### src/design/gbt_defs.svh
`ifndef GBT_DEFS_SVH
`define GBT_DEFS_SVH

// --------------------
// superframe format
// --------------------

// words per superframe, marker + ctrl + 8 addr/data
`define GBT_FRAME_LEN     10
`define GBT_START_MARKER  6'h2A  // payload of word 0
`define GBT_PAYLOAD_W     6      // payload bits per word
`define GBT_TTC_W         4      // l1a, calpulse, resync, bc0

// --------------------
// elink delay line
// --------------------

`define GBT_DLY_DEPTH     16     // stages
`define GBT_DLY_SEL_W     4      // tap select width

`endif
### src/design/gbt_pkg.sv
`default_nettype none

`include "gbt_defs.svh"

package gbt_pkg;

  // raw width of one elink frame word
  localparam int unsigned GBT_WORD_W = `GBT_TTC_W + `GBT_PAYLOAD_W;

  // --------------------
  // ttc bits, msb first on the link
  // --------------------
  typedef struct packed {
    logic l1a;
    logic calpulse;
    logic resync;
    logic bc0;
  } gbt_ttc_t;

  // one register request, 50 bits
  typedef struct packed {
    logic        wr_en;
    logic        wr_valid;
    logic [15:0] address;
    logic [31:0] data;
  } gbt_req_t;

  // word 1 layout
  typedef struct packed {
    gbt_ttc_t                  ttc;
    logic                      wr_valid;
    logic                      wr_en;
    logic [`GBT_PAYLOAD_W-3:0] zero;   // always sent as 0
  } gbt_ctrl_word_t;

  // marker and addr/data layout
  typedef struct packed {
    gbt_ttc_t                  ttc;
    logic [`GBT_PAYLOAD_W-1:0] payload;
  } gbt_data_word_t;

  // same 10 bits, decoded by word position
  typedef union packed {
    gbt_ctrl_word_t ctrl;
    gbt_data_word_t data;
  } gbt_word_u;

endpackage

`default_nettype wire

### src/design/gbt_link_top.sv
`timescale 1ns/1ns
`default_nettype none

`include "gbt_defs.svh"

module gbt_link_top (
  input  wire                       clk40,
  input  wire                       rst_i,

  // request and ttc into the framer
  input  wire gbt_pkg::gbt_req_t    req_i,
  input  wire                       req_load_i,
  input  wire gbt_pkg::gbt_ttc_t    ttc_i,

  // elink words
  input  wire gbt_pkg::gbt_word_u   rx_word_i,
  input  wire [`GBT_DLY_SEL_W-1:0]  dly_sel_i,
  output wire gbt_pkg::gbt_word_u   tx_word_o,

  // recovered side
  output wire                       req_en_o,
  output wire gbt_pkg::gbt_req_t    req_o,
  output wire gbt_pkg::gbt_ttc_t    ttc_o,
  output wire                       locked_o
);

  wire gbt_pkg::gbt_word_u dly_word;  // aligned rx word

  // --------------------
  // transmit
  // --------------------
  gbt_tx_framer u_framer (
    .clk40      (clk40),
    .rst_i      (rst_i),
    .req_i      (req_i),
    .req_load_i (req_load_i),
    .ttc_i      (ttc_i),
    .tx_word_o  (tx_word_o)
  );

  // --------------------
  // receive
  // --------------------
  elink_delay_line u_delay (
    .clk40  (clk40),
    .rst_i  (rst_i),
    .word_i (rx_word_i),
    .sel_i  (dly_sel_i),
    .word_o (dly_word)
  );

  gbt_rx_parser u_parser (
    .clk40    (clk40),
    .rst_i    (rst_i),
    .word_i   (dly_word),
    .req_en_o (req_en_o),
    .req_o    (req_o),
    .ttc_o    (ttc_o),
    .locked_o (locked_o)
  );

endmodule

`default_nettype wire

### src/design/gbt_rx_parser.sv
`timescale 1ns/1ns
`default_nettype none

`include "gbt_defs.svh"

module gbt_rx_parser (
  input  wire                      clk40,
  input  wire                      rst_i,
  input  wire gbt_pkg::gbt_word_u  word_i,     // from the delay line
  output logic                     req_en_o,   // one cycle pulse
  output gbt_pkg::gbt_req_t        req_o,      // held until next pulse
  output gbt_pkg::gbt_ttc_t        ttc_o,
  output logic                     locked_o    // 0 means hunting
);

  localparam int unsigned POS_W = $clog2(`GBT_FRAME_LEN);
  localparam logic [POS_W-1:0] LAST_POS = POS_W'(`GBT_FRAME_LEN - 1);
  localparam logic [POS_W-1:0] CTRL_POS = POS_W'(1);

  // addr/data bits before the last slice
  localparam int unsigned AD_W = (`GBT_FRAME_LEN - 3) * `GBT_PAYLOAD_W;

  logic [POS_W-1:0] pos_q;       // position of word_i in the group
  logic             wr_valid_q;  // from word 1
  logic             wr_en_q;
  logic [AD_W-1:0]  ad_q;        // payload history, words 2..8 at word 9
  logic             is_marker;
  logic             deliver;

  assign is_marker = (word_i.data.payload == `GBT_START_MARKER);

  // last word of a locked group with a valid request
  assign deliver = locked_o && (pos_q == LAST_POS) && wr_valid_q;

  // --------------------
  // lock and position
  // --------------------

  always_ff @(posedge clk40) begin
    if (rst_i) begin
      locked_o   <= 1'b0;
      pos_q      <= '0;
      wr_valid_q <= 1'b0;
      req_en_o   <= 1'b0;
      ttc_o      <= '0;
    end else begin
      ttc_o    <= word_i.data.ttc;  // every word carries ttc
      req_en_o <= deliver;

      if (!locked_o) begin
        // hunt, first marker counts as word 0
        if (is_marker) begin
          locked_o <= 1'b1;
          pos_q    <= CTRL_POS;
        end
      end else if ((pos_q == '0) && !is_marker) begin
        // marker missing where expected
        locked_o <= 1'b0;  // group dropped, back to hunt
        pos_q    <= '0;
      end else begin
        pos_q <= (pos_q == LAST_POS) ? '0 : pos_q + 1'b1;
        if (pos_q == CTRL_POS) begin
          wr_valid_q <= word_i.ctrl.wr_valid;
        end
      end
    end
  end

  // --------------------
  // request rebuild
  // --------------------

  always_ff @(posedge clk40) begin
    // msb first, only the last 7 slices matter
    ad_q <= {ad_q[AD_W-`GBT_PAYLOAD_W-1:0], word_i.data.payload};

    if (pos_q == CTRL_POS) begin
      wr_en_q <= word_i.ctrl.wr_en;
    end

    if (deliver) begin
      req_o.wr_en    <= wr_en_q;
      req_o.wr_valid <= wr_valid_q;
      // ad_q holds addr[15:0] and data[31:6], word_i the final slice
      {req_o.address, req_o.data} <= {ad_q, word_i.data.payload};
    end
  end

endmodule

`default_nettype wire

### src/design/elink_delay_line.sv
`timescale 1ns/1ns
`default_nettype none

`include "gbt_defs.svh"

module elink_delay_line (
  input  wire                       clk40,
  input  wire                       rst_i,
  input  wire gbt_pkg::gbt_word_u   word_i,
  input  wire [`GBT_DLY_SEL_W-1:0]  sel_i,   // delay is sel_i+1 cycles
  output gbt_pkg::gbt_word_u        word_o
);

  // stage 0 is one cycle old
  logic [gbt_pkg::GBT_WORD_W-1:0] stage_q [`GBT_DLY_DEPTH];
  logic [`GBT_DLY_SEL_W-1:0]      sel_q;    // registered tap

  always_ff @(posedge clk40) begin
    if (rst_i) begin
      for (int i = 0; i < `GBT_DLY_DEPTH; i++) begin
        stage_q[i] <= '0;  // flush to zero words
      end
      sel_q <= '0;
    end else begin
      stage_q[0] <= word_i;
      for (int i = 1; i < `GBT_DLY_DEPTH; i++) begin
        stage_q[i] <= stage_q[i-1];  // shift every cycle
      end
      sel_q <= sel_i;
    end
  end

  // --------------------
  // tap mux, like an srl address
  // --------------------
  assign word_o = stage_q[sel_q];

endmodule

`default_nettype wire

### src/design/gbt_tx_framer.sv
`timescale 1ns/1ns
`default_nettype none

`include "gbt_defs.svh"

module gbt_tx_framer (
  input  wire                      clk40,
  input  wire                      rst_i,
  input  wire gbt_pkg::gbt_req_t   req_i,
  input  wire                      req_load_i,  // one cycle strobe
  input  wire gbt_pkg::gbt_ttc_t   ttc_i,       // level, sent in every word
  output gbt_pkg::gbt_word_u       tx_word_o
);

  localparam int unsigned POS_W = $clog2(`GBT_FRAME_LEN);
  localparam logic [POS_W-1:0] LAST_POS = POS_W'(`GBT_FRAME_LEN - 1);

  gbt_pkg::gbt_req_t  pend_q;    // latest loaded request
  gbt_pkg::gbt_req_t  send_q;    // request in the current superframe
  logic [POS_W-1:0]   pos_q;     // position of the word on tx_word_o
  logic [POS_W-1:0]   pos_nxt;
  logic               frame_wrap;
  gbt_pkg::gbt_word_u word_nxt;

  assign frame_wrap = (pos_q == LAST_POS);
  assign pos_nxt    = frame_wrap ? '0 : pos_q + 1'b1;

  // --------------------
  // request registers
  // --------------------

  always_ff @(posedge clk40) begin
    if (rst_i) begin
      pend_q.wr_valid <= 1'b0;
      send_q.wr_valid <= 1'b0;  // first superframe after reset is empty
    end else begin
      if (frame_wrap) begin  // word 0 goes out at this edge
        send_q          <= pend_q;
        pend_q.wr_valid <= 1'b0;
      end
      if (req_load_i) begin
        pend_q <= req_i;  // latest load wins
      end
    end
  end

  // --------------------
  // word mux
  // --------------------

  always_comb begin
    word_nxt          = '0;
    word_nxt.data.ttc = ttc_i;
    case (pos_nxt)
      4'd0: word_nxt.data.payload = `GBT_START_MARKER;
      4'd1: begin
        word_nxt.ctrl.wr_valid = send_q.wr_valid;
        word_nxt.ctrl.wr_en    = send_q.wr_en;
      end
      4'd2: word_nxt.data.payload = send_q.address[15:10];                       // addr0
      4'd3: word_nxt.data.payload = send_q.address[9:4];                         // addr1
      4'd4: word_nxt.data.payload = {send_q.address[3:0], send_q.data[31:30]};   // addr2
      4'd5: word_nxt.data.payload = send_q.data[29:24];                          // data0
      4'd6: word_nxt.data.payload = send_q.data[23:18];                          // data1
      4'd7: word_nxt.data.payload = send_q.data[17:12];                          // data2
      4'd8: word_nxt.data.payload = send_q.data[11:6];                           // data3
      4'd9: word_nxt.data.payload = send_q.data[5:0];                            // data4
      default: word_nxt.data.payload = '0;  // unreachable
    endcase
  end

  // output word and position
  always_ff @(posedge clk40) begin
    if (rst_i) begin
      pos_q                  <= '0;
      tx_word_o.data.ttc     <= '0;
      tx_word_o.data.payload <= `GBT_START_MARKER;  // word 0 held in reset
    end else begin
      pos_q     <= pos_nxt;
      tx_word_o <= word_nxt;
    end
  end

endmodule

`default_nettype wire

### config.mk
export PLATFORM = sky130hd
export DESIGN_NAME = gbt_link_top
export DESIGN_NICKNAME = d
export VERILOG_FILES = /design/src/design/gbt_pkg.sv /design/src/design/gbt_link_top.sv /design/src/design/gbt_rx_parser.sv /design/src/design/elink_delay_line.sv /design/src/design/gbt_tx_framer.sv
export VERILOG_INCLUDE_DIRS = /design/src /design/src/design
export SDC_FILE = /design/constraint.sdc
export NUM_CORES = 1
export LEC_CHECK = 0
export BUFFER_PORTS_ARGS = -buffer_cell sky130_fd_sc_hd__buf_2
export CORE_MARGIN = 1.5
export CORE_UTILIZATION = 45
export CTS_BUF_LIST = sky130_fd_sc_hd__clkbuf_8
export DETAILED_ROUTE_END_ITERATION = 10
export PLACE_DENSITY = 0.69
export SLEW_MARGIN = 20
export SYNTH_ARGS = -nofsm -noshare
export SYNTH_HDL_FRONTEND = slang
export SYNTH_SLANG_ARGS = --single-unit
### constraint.sdc
create_clock -name clk40 -period 3.6 [get_ports clk40]
set_input_delay 0.72 -clock clk40 [delete_from_list [all_inputs] [get_ports clk40]]
set_output_delay 0.72 -clock clk40 [all_outputs]
set_load 0.1 [all_outputs]
# --- After elaboration in Yosys (flattened, before gate mapping) ---
# Memory sizes are Yosys's and may differ from the RTL's. A register that Yosys moved wholly into a read port is not among the register bits.
# Cells that the tools add are included.
word_totals:
  ff_bits: 218
  mem_bits_rw: 160
  in_bits: 71
  output_inout_bits: 66
  n_memories: 1
classes:
  addsub: 2
  eq_ne: 13
  mux: 32
  n_bitwise: 18
  n_reduce_logical: 11
memory_table:
  columns: ["memory", "depth", "width", "read_ports", "rd_ports_with_merged_regs", "wr", "line", "text"]
  rows:
  - ["u_delay.stage_q", 16, 10, 16, 1, 16, "elink_delay_line.sv:15", "logic [gbt_pkg::GBT_WORD_W-1:0] stage_q [`GBT_DLY_DEPTH];"]
op_table:
  columns: ["cell", "n"]
  rows:
  - ["10-bit two-way mux", 16]
  - ["49-bit two-way mux", 1]
  - ["4-bit case mux with 9 select lines", 1]
  - ["4-bit two-way mux", 6]
  - ["2-bit case mux with 10 select lines", 1]
  - ["4-bit by 3-bit equality test with 1-bit output (second input constant)", 4]
  - ["4-bit equality test (second input constant)", 4]
  - ["1-bit bitwise OR", 16]
  - ["4-bit by 1-bit adder with 4-bit output (second input constant)", 2]
  - ["4-bit by 1-bit equality test with 1-bit output (second input constant)", 2]
  - ["4-bit by 2-bit equality test with 1-bit output (second input constant)", 2]
  - ["4-bit zero test", 2]
  - ["1-bit two-way mux", 7]
  - ["6-bit equality test (second input constant)", 1]
  - ["2-bit AND reduction", 2]
  - ["2-bit nonzero test", 2]
  - ["1-bit logical AND", 3]
  - ["3-bit AND reduction", 1]
  - ["1-bit NOT", 2]
  - ["1-bit zero test", 1]

# --- Depth between registers and ports, before layout ---
# Gate-level depths: netlist (run 1).
logic_depth:
  word_depth: 5
  mapped_depth: 9
  mapped_depth_nobuf: 8

# --- Modules after synthesis ---
# Synthesis (run 1) repeated with hierarchy kept, for this count alone.
hier_totals:
  cells_unflattened: 831
  hier_area_um2: 12801.0
by_module_without_submodules:
  columns: ["mod", "instances", "cells_each", "area_per_inst_um2", "seq_area_each_um2"]
  rows:
  - ["elink_delay_line", 1, 432, 5615.4, 3283.1]
  - ["gbt_tx_framer", 1, 244, 4222.8, 3263.1]
  - ["gbt_rx_parser", 1, 155, 2962.8, 2592.5]

# --- Worst setup path after synthesis (run 1) ---
# No wires, ideal clock.
synth_path:
  kind: "input -> register"
  from: "input port rst_i"
  to: "register u_framer.send_q[0] in the netlist's numbering (enable)"
  arrival_time_ns: 3.396
  t_required_ns: 3.144
  slack_ns: -0.252
  cell_stages: 4
  path_cell_list: "clkbuf_1 > buf_1 > clkbuf_1 > nor2_1"
synth_between:
  elab_chain_len: 2
synth_rtl:
  columns: ["item", "line", "text"]
  rows:
  - ["start, declared", "gbt_link_top.sv:8", "input wire rst_i,"]
  - ["1-bit NOT (no line)", null, null]
  - ["2-bit AND reduction (no line)", null, null]
  - ["end signal, assigned", "gbt_tx_framer.sv:38", "send_q <= pend_q;"]
  - ["end, declared", "gbt_tx_framer.sv:19", "gbt_pkg::gbt_req_t send_q;"]
# Every way passes these cells.
# A chain may end at the register's enable or synchronous reset.

==> impl_metrics.yaml, run 1 <==
die:
  core-area_um2: 27100
  die_area_um2: 28730
  fp.dieW_um: 169.5
  rows: 60
  die_h_um: 169.5
  initial_core_util_pct: 46.03
  io_pins: 137
cells_and_area:
  fillers: 2191
  final_util_pct: 54.50
  multi_input_area_um2: 3168
  final_area_um2: 14770
  seq_area_um2: 9140
  drive_above_1_share_pct: 26.76
  finish.net_count: 1038
  syn2layout_area_growth_pct: 18.40
  instances_no_fill: 1382
route:
  drc: 0
  routed_wl_um: 20230
  vias: 6494
  drt-wirelength-per-cell_um: 14.63
  via_per_inst: 4.699
  drtIter0Drc: 355
  drt_pre_antenna_iters: 4
  antenna_left: 0
timing:
  drv_slew: 0
  final_hold_viol_count: 0
  timing.slew.headroom_pct: 41.48
  tightest_slew_ns: 0.8765
  layout_min_cycle_time_ns: 2.644
  timing.final.ws_setup_ns: 0.9564
  rsz0062_at_grt: "no"
  hold_slack_ns: 0.3073
  setup_tns_ns: 0
  fin_worst_skew_ns: 0.04032
  finalCritPeriodShare_pct: 73.43
  finalSetupViolCount: 0
  fmax_ghz: 0.3783
power:
  clockPowerShare_pct: 41.1
  leakagePower_nw: 5.700
  peakVddDrop_uv: 416.1
  finalPower_mw: 8.650
  seq_power_share_pct: 54.0
  internal_power_mw: 6.723
  comb_power_share_pct: 4.9
  pwr_density_cell_nw_per_um2: 585.6
  p_switching_mw: 1.927
  swShare_pct: 22.28
synthesis:
  synth-warning-count: 0
  synthFlopType: "dfxtp_1"
  netlist_top_cells_area: "dfxtp_1 (37%), edfxtp_1 (36%), nor2b_1 (8.8%)"
  synth_nets: 871
  avgSynthCellArea_um2: 15.73
  yosysMostFrequentCell: "dfxtp_1"
  synth_top_area_share_pct: 37.39
  synth_common_cells: "dfxtp_1 (233), nor2b_1 (176), edfxtp_1 (149)"
  ys_async_sr_fraction_pct: 0
  yosysTopAreaCell: "dfxtp_1"
  synth_cell_types: 55
  syn_inst: 793
  synth_edf_count: 149
  synth_area_um2: 12470
  ys_ff_latch: 382
  ys_seq_area_share_pct: 73.26
placement:
  place_congestion: 0.8038
  io_buffer_count: 136
  dp_hpwl_um: 12850
  place_ws_ns: 0.9026
  placedInstanceArea_um2: 13560
  dp_cells: 1272
global_routing:
  first_global_vias: 6312
  grt_first_pass_wirelength_um: 31970
  grt_max_degree: 159
  track_usage_pct: 14.14
  grt_overflow: 0
  antenna_found_initial: 2
clock_network:
  tritoncts: "done"
  clk_latency_ns: 0.60
  cts-root-buf: "clkbuf_8"
  ctsHoldBuffers: 0
  clk_pin_slew_ns: 0.06
  cts_buffer_depth: 3
  cts_setup_buffers: 0
  cts_resized: 0
  h-tree-depth: 2
  cts_sinks: 382
  cts_made_buffers: 58
hold_path:
  hold_path_class: "input pin to flop"
  hold_start: "req_i[36]"
  holdPathStages: 1
setup_path:
  r2r_cells: 6
  endpoint_kind: "flop"
  cp-start-kind: "flop"
  crit_fanout: 26
  critical_path_class: "flop to flop"
  crit_arrival_ns: 3.12
  worst_ep_required_time_ns: 4.08
run_status:
  status: "complete, no violations"
job:
  drv_cap: 0
## critical path, cell delays in order (launching register included)
cell and delay (ns):
dfxtp_2 0.88, mux4_1 0.65, a22oi_1 0.22, nand2_1 0.11
nand4bb_4 0.26, o21ai_1 0.27, o221ai_2 0.14
## layout by cell type, fill, tap and decap left out, drive strengths merged, types with 2 or more instances in the layout
cell type	instances
nor2	15
o21ai	2
a31oi	4
bufinv	4
or2	2
inv	29
a32o	3
a222oi	4
o31ai	2
mux4	44
clkbuf	65
ha	7
o31a	2
dfxtp	233
and3	2
a22oi	20
a21boi	2
a21oi	12
nand4	3
and2	6
nand3	5
buf	144
nor2b	176
nor3	6
a22o	7
a211oi	2
edfxtp	149
nand2b	3
clkinv	16
nand2	20
## area by class of cell
| class | instances | area share, % |
|---|---|---|
| clock buffer | 65 | 6.057 |
| antenna | 1 | 0.01694 |
| sequential | 382 | 61.89 |
| tap | 372 | 3.151 |
| inverter | 6 | 0.1525 |
| timing repair buffer | 144 | 5.142 |
| multi-input combinational | 368 | 21.45 |
| clock inverter | 44 | 2.143 |
## final timing paths
check,end,slack [ns]
setup reg to reg,u_parser.pos_q[2]$_SDFFE_PP0P_,0.96
hold reg to reg,u_parser.ad_q[13]$_DFF_P_,0.35
hold / removal,u_framer.pend_q[36]$_DFFE_PP_,0.31
setup / recovery,u_parser.pos_q[2]$_SDFFE_PP0P_,0.96
## registers in the layout, summed over array words and instances (netlist names), 4 cells and up, named ones only
signal / flops
u_delay.stage_q: 160
u_framer.pend_q: 50
u_framer.pos_q: 4
u_framer.send_q: 50
u_framer.tx_word_o: 10
u_parser.ad_q: 42
u_parser.pos_q: 4
u_parser.req_o: 50
u_parser.ttc_o: 4
## cell families (layout without fill, tap and decap cells)
logic type | after synthesis | in the layout | share of synthesized area, %
compound gates | 72 | 72 | 4.383
xor+xnor | 1 | 1 | 0.07022
fa+ha+maj | 7 | 7 | 0.7021
buf+inv | 43 | 259 | 1.525
flops | 382 | 382 | 73.26
mux | 45 | 45 | 8.385
other cells | 0 | 1 | 0
simple gates | 243 | 243 | 11.68
## power by group through the flow
stage	clock (mW)	combinational [mW]	sequential (mW)
after global placement	0	0.421	4.76
after global routing	3.87	0.452	4.68
after floorplan	0	0.223	4.84
after CTS	3.67	0.428	4.68
final	3.55	0.421	4.67
after detailed placement	0	0.425	4.77
## layer usage
metal / track usage (%) / part of all wire [%] / up-vias
met5: 0 / 0.064 / -
met4: 6.079 / 2.3 / 2
met3: 3.778 / 5.5 / 36
met2: 22.60 / 47 / 180
met1: 18.26 / 45 / 3064
li1: - / - / 3212
No activity file was read; power rests on OpenSTA's default activity.
==> inputs of run 2 (changes only) <==
--- a/config.mk
+++ b/config.mk
@@ -6,12 +6,13 @@
 export SDC_FILE = /design/constraint.sdc
 export NUM_CORES = 1
 export LEC_CHECK = 0
+export ABC_AREA = 1
 export BUFFER_PORTS_ARGS = -buffer_cell sky130_fd_sc_hd__buf_2
 export CORE_MARGIN = 1.5
 export CORE_UTILIZATION = 45
 export CTS_BUF_LIST = sky130_fd_sc_hd__clkbuf_8
 export DETAILED_ROUTE_END_ITERATION = 10
-export PLACE_DENSITY = 0.69
+export PLACE_DENSITY = 0.67
 export SLEW_MARGIN = 20
 export SYNTH_ARGS = -nofsm -noshare
 export SYNTH_HDL_FRONTEND = slang
==> constraint.sdc (replaced) <==
create_clock -name clk40 -period 2.44 [get_ports clk40]
set_input_delay 0.488 -clock clk40 [delete_from_list [all_inputs] [get_ports clk40]]
set_output_delay 0.488 -clock clk40 [all_outputs]
set_load 0.1 [all_outputs]
==> impl_metrics.yaml, run 2 <==
run_status:
  status: "complete, no violations"
clock_network:
  cts_buffer_depth: 3
  clk_latency_ns: 0.61
  cts_setup_buffers: 0
  cts-root-buf: "clkbuf_8"
  tritoncts: "done"
  cts_sinks: 382
  h-tree-depth: 2
  cts_made_buffers: 58
  clk_pin_slew_ns: 0.06
synthesis:
  synth_top_area_share_pct: 36.28
  syn_inst: 1216
  synth_area_um2: 12860
  yosysTopAreaCell: "dfxtp_1"
  synth-warning-count: 0
  synth_cell_types: 33
  synth_nets: 1294
  ys_seq_area_share_pct: 71.09
  avgSynthCellArea_um2: 10.57
  yosysMostFrequentCell: "dfxtp_1"
  netlist_top_cells_area: "dfxtp_1 (36%), edfxtp_1 (35%), inv_1 (5.8%)"
  ys_ff_latch: 382
  synth_common_cells: "dfxtp_1 (233), inv_1 (197), nor2_1 (185)"
  synth_edf_count: 149
  ys_async_sr_fraction_pct: 0
  synthFlopType: "dfxtp_1"
timing:
  finalSetupViolCount: 0
  fin_worst_skew_ns: 0.05118
  fmax_ghz: 0.4456
  hold_slack_ns: 0.04559
  final_hold_viol_count: 0
  layout_min_cycle_time_ns: 2.244
  tightest_slew_ns: 0.7423
  timing.slew.headroom_pct: 50.51
  finalCritPeriodShare_pct: 91.97
  drv_slew: 0
placement:
  dp_hpwl_um: 14100
  dp_cells: 1696
  place_congestion: 0.7798
  io_buffer_count: 136
cells_and_area:
  final_util_pct: 54.66
  fillers: 2439
  mostFrequentLayoutCells: "dfxtp_1 (229), inv_1 (207), nor2_1 (182)"
  largest-register: "u_delay.stage_q"
  multi_input_area_um2: 2749
  drive_above_1_share_pct: 18.25
  final_common_cell: "dfxtp_1"
  instances_no_fill: 1819
  largest_reg_flops: 160
  syn2layout_area_growth_pct: 18.77
  finish.net_count: 1470
  diodes: 0
  seq_area_um2: 9146
die:
  die_area_um2: 29590
  core-area_um2: 27930
  rows: 61
  initial_core_util_pct: 46.02
  die_h_um: 172.0
  io_pins: 137
  fp.dieW_um: 172.0
route:
  via_per_inst: 4.549
  drtIter0Drc: 558
  routed_wl_um: 23030
  drt-wirelength-per-cell_um: 12.66
  antenna_left: 0
  drc: 0
  vias: 8275
  drt_pre_antenna_iters: 4
setup_path:
  cp-start-kind: "flop"
  crit_fanout: 13
  endpoint_kind: "flop"
  critical_path_class: "flop to flop"
  worst_ep_required_time_ns: 2.96
  crit_arrival_ns: 2.76
global_routing:
  track_usage_pct: 15.94
  antenna_found_initial: 0
  grt_first_pass_wirelength_um: 37800
  grt_max_degree: 169
  first_global_vias: 7772
  grt_overflow: 0
power:
  peakVddDrop_uv: 469.2
  leakagePower_nw: 6.193
  pwr_density_cell_nw_per_um2: 820.6
hold_path:
  hold_path_class: "input pin to flop"
job:
  drv_cap: 0
## run 2: what timing repair did
action                                 4_1_cts  5_1_grt
hold buffers                                14        0
resized for setup                            0        2
setup endpoints to repair                    0        4
endpoints found under the hold margin       14        0
## run 2: stage by stage
stage	setup TNS, ns	setup WS [ns]	power [mW]	cell area, um2
after CTS	0	0.1862	12.70	15260
after global placement	0	0.3507	7.795	14020
after global routing	-0.006744	-0.006744	13.10	15270
after floorplan	0	0.02394	7.582	12910
after detailed placement	0	0.2113	7.813	14020
final	0	0.1958	12.53	15270
## run 2: report_power, final
| group | internal, mW | switching [mW] | total [mW] |
|---|---|---|---|
| Clock | 2.48 | 2.36 | 4.84 |
| Combinational | 0.219 | 0.533 | 0.752 |
| Sequential | 6.86 | 0.0774 | 6.94 |
| Total | 9.56 | 2.97 | 12.5 |
## run 2: cell families after synthesis
group | count (synthesis) | synth area share (%)
AND/OR/NAND/NOR | 471 | 15.60
flip-flops | 382 | 71.09
adder cells (fa/ha/maj) | 7 | 0.6812
buffers and inverters | 254 | 7.981
AO/OA/AOI/OAI | 102 | 4.652
## run 2: final timing paths
kind              cells after the start                                to                          from  slack, ns
setup / recovery                     14  u_framer.tx_word_o[4]$_SDFF_PP0_  u_framer.pos_q[1]$_SDFF_PP0_       0.20
hold / removal                        1     u_framer.pend_q[25]$_DFFE_PP_                     req_i[25]       0.05
setup reg to reg                     14  u_framer.tx_word_o[4]$_SDFF_PP0_  u_framer.pos_q[1]$_SDFF_PP0_       0.20
hold reg to reg                       0         u_parser.ad_q[25]$_DFF_P_     u_parser.ad_q[19]$_DFF_P_       0.34
## run 2: critical path: stages (launching register included)
cell      delay, ns
dfxtp_1        0.43
inv_1          0.10
ha_1           0.22
nand2_1        0.07
nor2_1         0.08
a21oi_2        0.21
inv_1          0.08
nand2_1        0.08
inv_1          0.18
nand3_1        0.12
nand2_1        0.08
a221oi_1       0.24
nand3_1        0.12
nand2_1        0.08
inv_1          0.04
## run 2: layout make-up
cell class	count	share of cell area (%)
multi-input combinational	580	18.00
sequential	382	59.90
timing repair buffer	169	6.842
tap	378	3.097
inverter	201	4.941
clock buffer	62	5.588
clock inverter	47	1.631
## run 2: metal layers
layer,track usage [%],vias to the layer above,share of wire (%)
li1,-,4242,-
met1,21.91,3797,47
met2,25.16,193,46
met3,3.319,43,5.1
met4,5.369,0,1.9
met5,0,-,0
==> inputs of run 3 (changes only) <==
--- a/config.mk
+++ b/config.mk
@@ -9,10 +9,10 @@
 export ABC_AREA = 1
 export BUFFER_PORTS_ARGS = -buffer_cell sky130_fd_sc_hd__buf_2
 export CORE_MARGIN = 1.5
-export CORE_UTILIZATION = 45
+export CORE_UTILIZATION = 60
 export CTS_BUF_LIST = sky130_fd_sc_hd__clkbuf_8
 export DETAILED_ROUTE_END_ITERATION = 10
-export PLACE_DENSITY = 0.67
+export PLACE_DENSITY = 0.84
 export SLEW_MARGIN = 20
 export SYNTH_ARGS = -nofsm -noshare
 export SYNTH_HDL_FRONTEND = slang
==> impl_metrics.yaml, run 3 (synthesis results as in run 2) <==
global_routing:
  grt-busiest-layer: "met2"
  grtUsageMet1_pct: 25.99
  first_global_vias: 8227
  grt_max_degree: 107
  gr-usage-met2_pct: 36.91
  track_usage_pct: 21.33
  grt_first_pass_wirelength_um: 37880
  grt_overflow: 0
  grt_use_met3_pct: 4.281
  antenna_found_initial: 0
route:
  drt_pre_antenna_iters: 5
  vias: 8400
  drc: 0
  routed_wl_um: 23350
  drt-wirelength-per-cell_um: 13.81
  via_per_inst: 4.967
  antenna_left: 0
  drtIter0Drc: 719
hold_path:
  whs_endpoint: "u_framer.pend_q[0]$_DFFE_PP_"
  hold_start: "req_i[0]"
  holdPathStages: 1
  hold_path_class: "input pin to flop"
timing:
  fmax_ghz: 0.4226
  finalSetupViolCount: 0
  finalCritPeriodShare_pct: 96.99
  tightest_slew_ns: 0.7670
  fin_worst_skew_ns: 0.009774
  drv_slew: 0
  timing.slew.headroom_pct: 48.87
  rsz0062_at_grt: "no"
  layout_min_cycle_time_ns: 2.366
  setup_tns_ns: 0
  final_hold_viol_count: 0
die:
  core-area_um2: 21020
  die_h_um: 149.4
  die_area_um2: 22310
  initial_core_util_pct: 61.16
  rows: 53
  fp.dieW_um: 149.4
  io_pins: 137
power:
  clockPowerShare_pct: 40.2
  seq_power_share_pct: 54.2
  peakVddDrop_uv: 686.9
  comb_power_share_pct: 5.7
  swShare_pct: 22.24
  leakagePower_nw: 6.160
  finalPower_mw: 12.82
  pwr_density_cell_nw_per_um2: 853.5
  p_switching_mw: 2.851
  internal_power_mw: 9.970
cells_and_area:
  drive_above_1_share_pct: 18.22
  diodes: 0
  final_common_cell: "dfxtp_1"
  syn2layout_area_growth_pct: 16.85
  fillers: 1387
  largest_reg_flops: 160
  mostFrequentLayoutCells: "dfxtp_1 (229), inv_1 (213), nor2_1 (182)"
  largest-register: "u_delay.stage_q"
  finish.net_count: 1450
clock_network:
  cts_sinks: 382
  cts_buffer_depth: 3
  cts-root-buf: "clkbuf_8"
  clk_latency_ns: 0.57
  cts_resized: 0
  clk_pin_slew_ns: 0.07
  ctsHoldBuffers: 0
  h-tree-depth: 2
  cts_setup_buffers: 0
  tritoncts: "done"
  cts_made_buffers: 54
setup_path:
  cp_slowest_stage_delay_ns: 0.44
  crit_arrival_ns: 2.87
  r2r_start: "u_framer.pos_q[0]$_SDFF_PP0_"
  r2r_setup_slack_ns: 0.07
  worst_ep_required_time_ns: 2.94
  critical_path_class: "flop to flop"
  crit_fanout: 6
  crit_chain: "inv_1 -> ha_1 -> o21ai_0 -> inv_1 -> nor2_1 -> nand2_1 -> nand2_1 -> a221oi_1 -> a21oi_1"
  cp-start-kind: "flop"
  cp_slowest_cell: "dfxtp_1"
  endpoint_kind: "flop"
  reg2reg_to: "u_framer.tx_word_o[0]$_SDFF_PP0_"
  r2r_cells: 9
placement:
  dp_hpwl_um: 14270
  place_congestion: 0.8097
  io_buffer_count: 136
run_status:
  status: "complete, no violations"
job:
  drv_cap: 0
[run 3: cell types whose count changed in the layout (fill, tap and decap cells not counted), sizes merged]
cell,delta
clkinvlp,+1
clkinv,-20
dlygate4sd3,-14
inv,+4
bufinv,+4
clkbuf,+2
buf,-2
[run 3: power by group through the flow]
stage / Combinational [mW] / Clock, mW / Sequential, mW
floorplan: 0.377 / 0 / 7.21
global placement: 0.701 / 0 / 7.07
detailed placement: 0.720 / 0 / 7.08
CTS: 0.729 / 5.25 / 6.95
global route: 0.798 / 5.52 / 6.96
finish: 0.729 / 5.15 / 6.94
[run 3: how the worst max path moves through the flow]
stage,start,end,cells past startpoint
CTS,u_framer.pos_q[1]$_SDFF_PP0_,u_framer.tx_word_o[4]$_SDFF_PP0_,12
global route,u_framer.pos_q[0]$_SDFF_PP0_,u_framer.tx_word_o[4]$_SDFF_PP0_,10
floorplan,u_parser.pos_q[1]$_SDFFE_PP0P_,u_parser.req_o[0]$_DFFE_PP_,6
detailed placement,u_framer.pos_q[1]$_SDFF_PP0_,u_framer.tx_word_o[4]$_SDFF_PP0_,12
global placement,u_framer.pos_q[1]$_SDFF_PP0_,u_framer.tx_word_o[4]$_SDFF_PP0_,12
finish,u_framer.pos_q[0]$_SDFF_PP0_,u_framer.tx_word_o[0]$_SDFF_PP0_,9
[run 3: metrics by stage]
step	cells	hold slack (ns)	area (um2)	worst slack [ns]	util (%)
2_1_floorplan	1216	0.3265	12910	0.02394	-
3_3_place_gp	1591	0.3293	13860	0.3836	65.92
3_5_place_dp	1591	0.3335	13860	0.1584	65.92
4_1_cts	1691	0.05688	15020	0.09399	71.44
5_1_grt	1691	0.05563	15020	0.02778	71.46
6_report	1691	0.08855	15020	0.07355	71.46
[run 3: final cells by class]
type / instances / area (um2) / area share (%)
Timing Repair Buffer: 153 / 873.3 / 5.814
Tap cell: 275 / 344.1 / 2.291
Inverter: 201 / 754.5 / 5.022
Sequential cell: 382 / 9146 / 60.89
Multi-Input combinational cell: 580 / 2744 / 18.27
Clock buffer: 64 / 880.8 / 5.864
Clock inverter: 36 / 279.0 / 1.857
[run 3: per-layer routing]
layer  share of wire (%)  vias up
met5                   0        -
met1                  42     3878
met4                 1.9        0
met3                 5.9       48
met2                  50      277
li1                    -     4197
[run 3: worst max-delay path, delay by kind of cell, from the launching register on]
family	cells	cell delay, ns
AOI/OAI and AO/OA	3	0.56
buffers and inverters	2	0.33
adders and majority gates	1	0.35
and+or+nand+nor	3	0.62
DFF	1	0.44
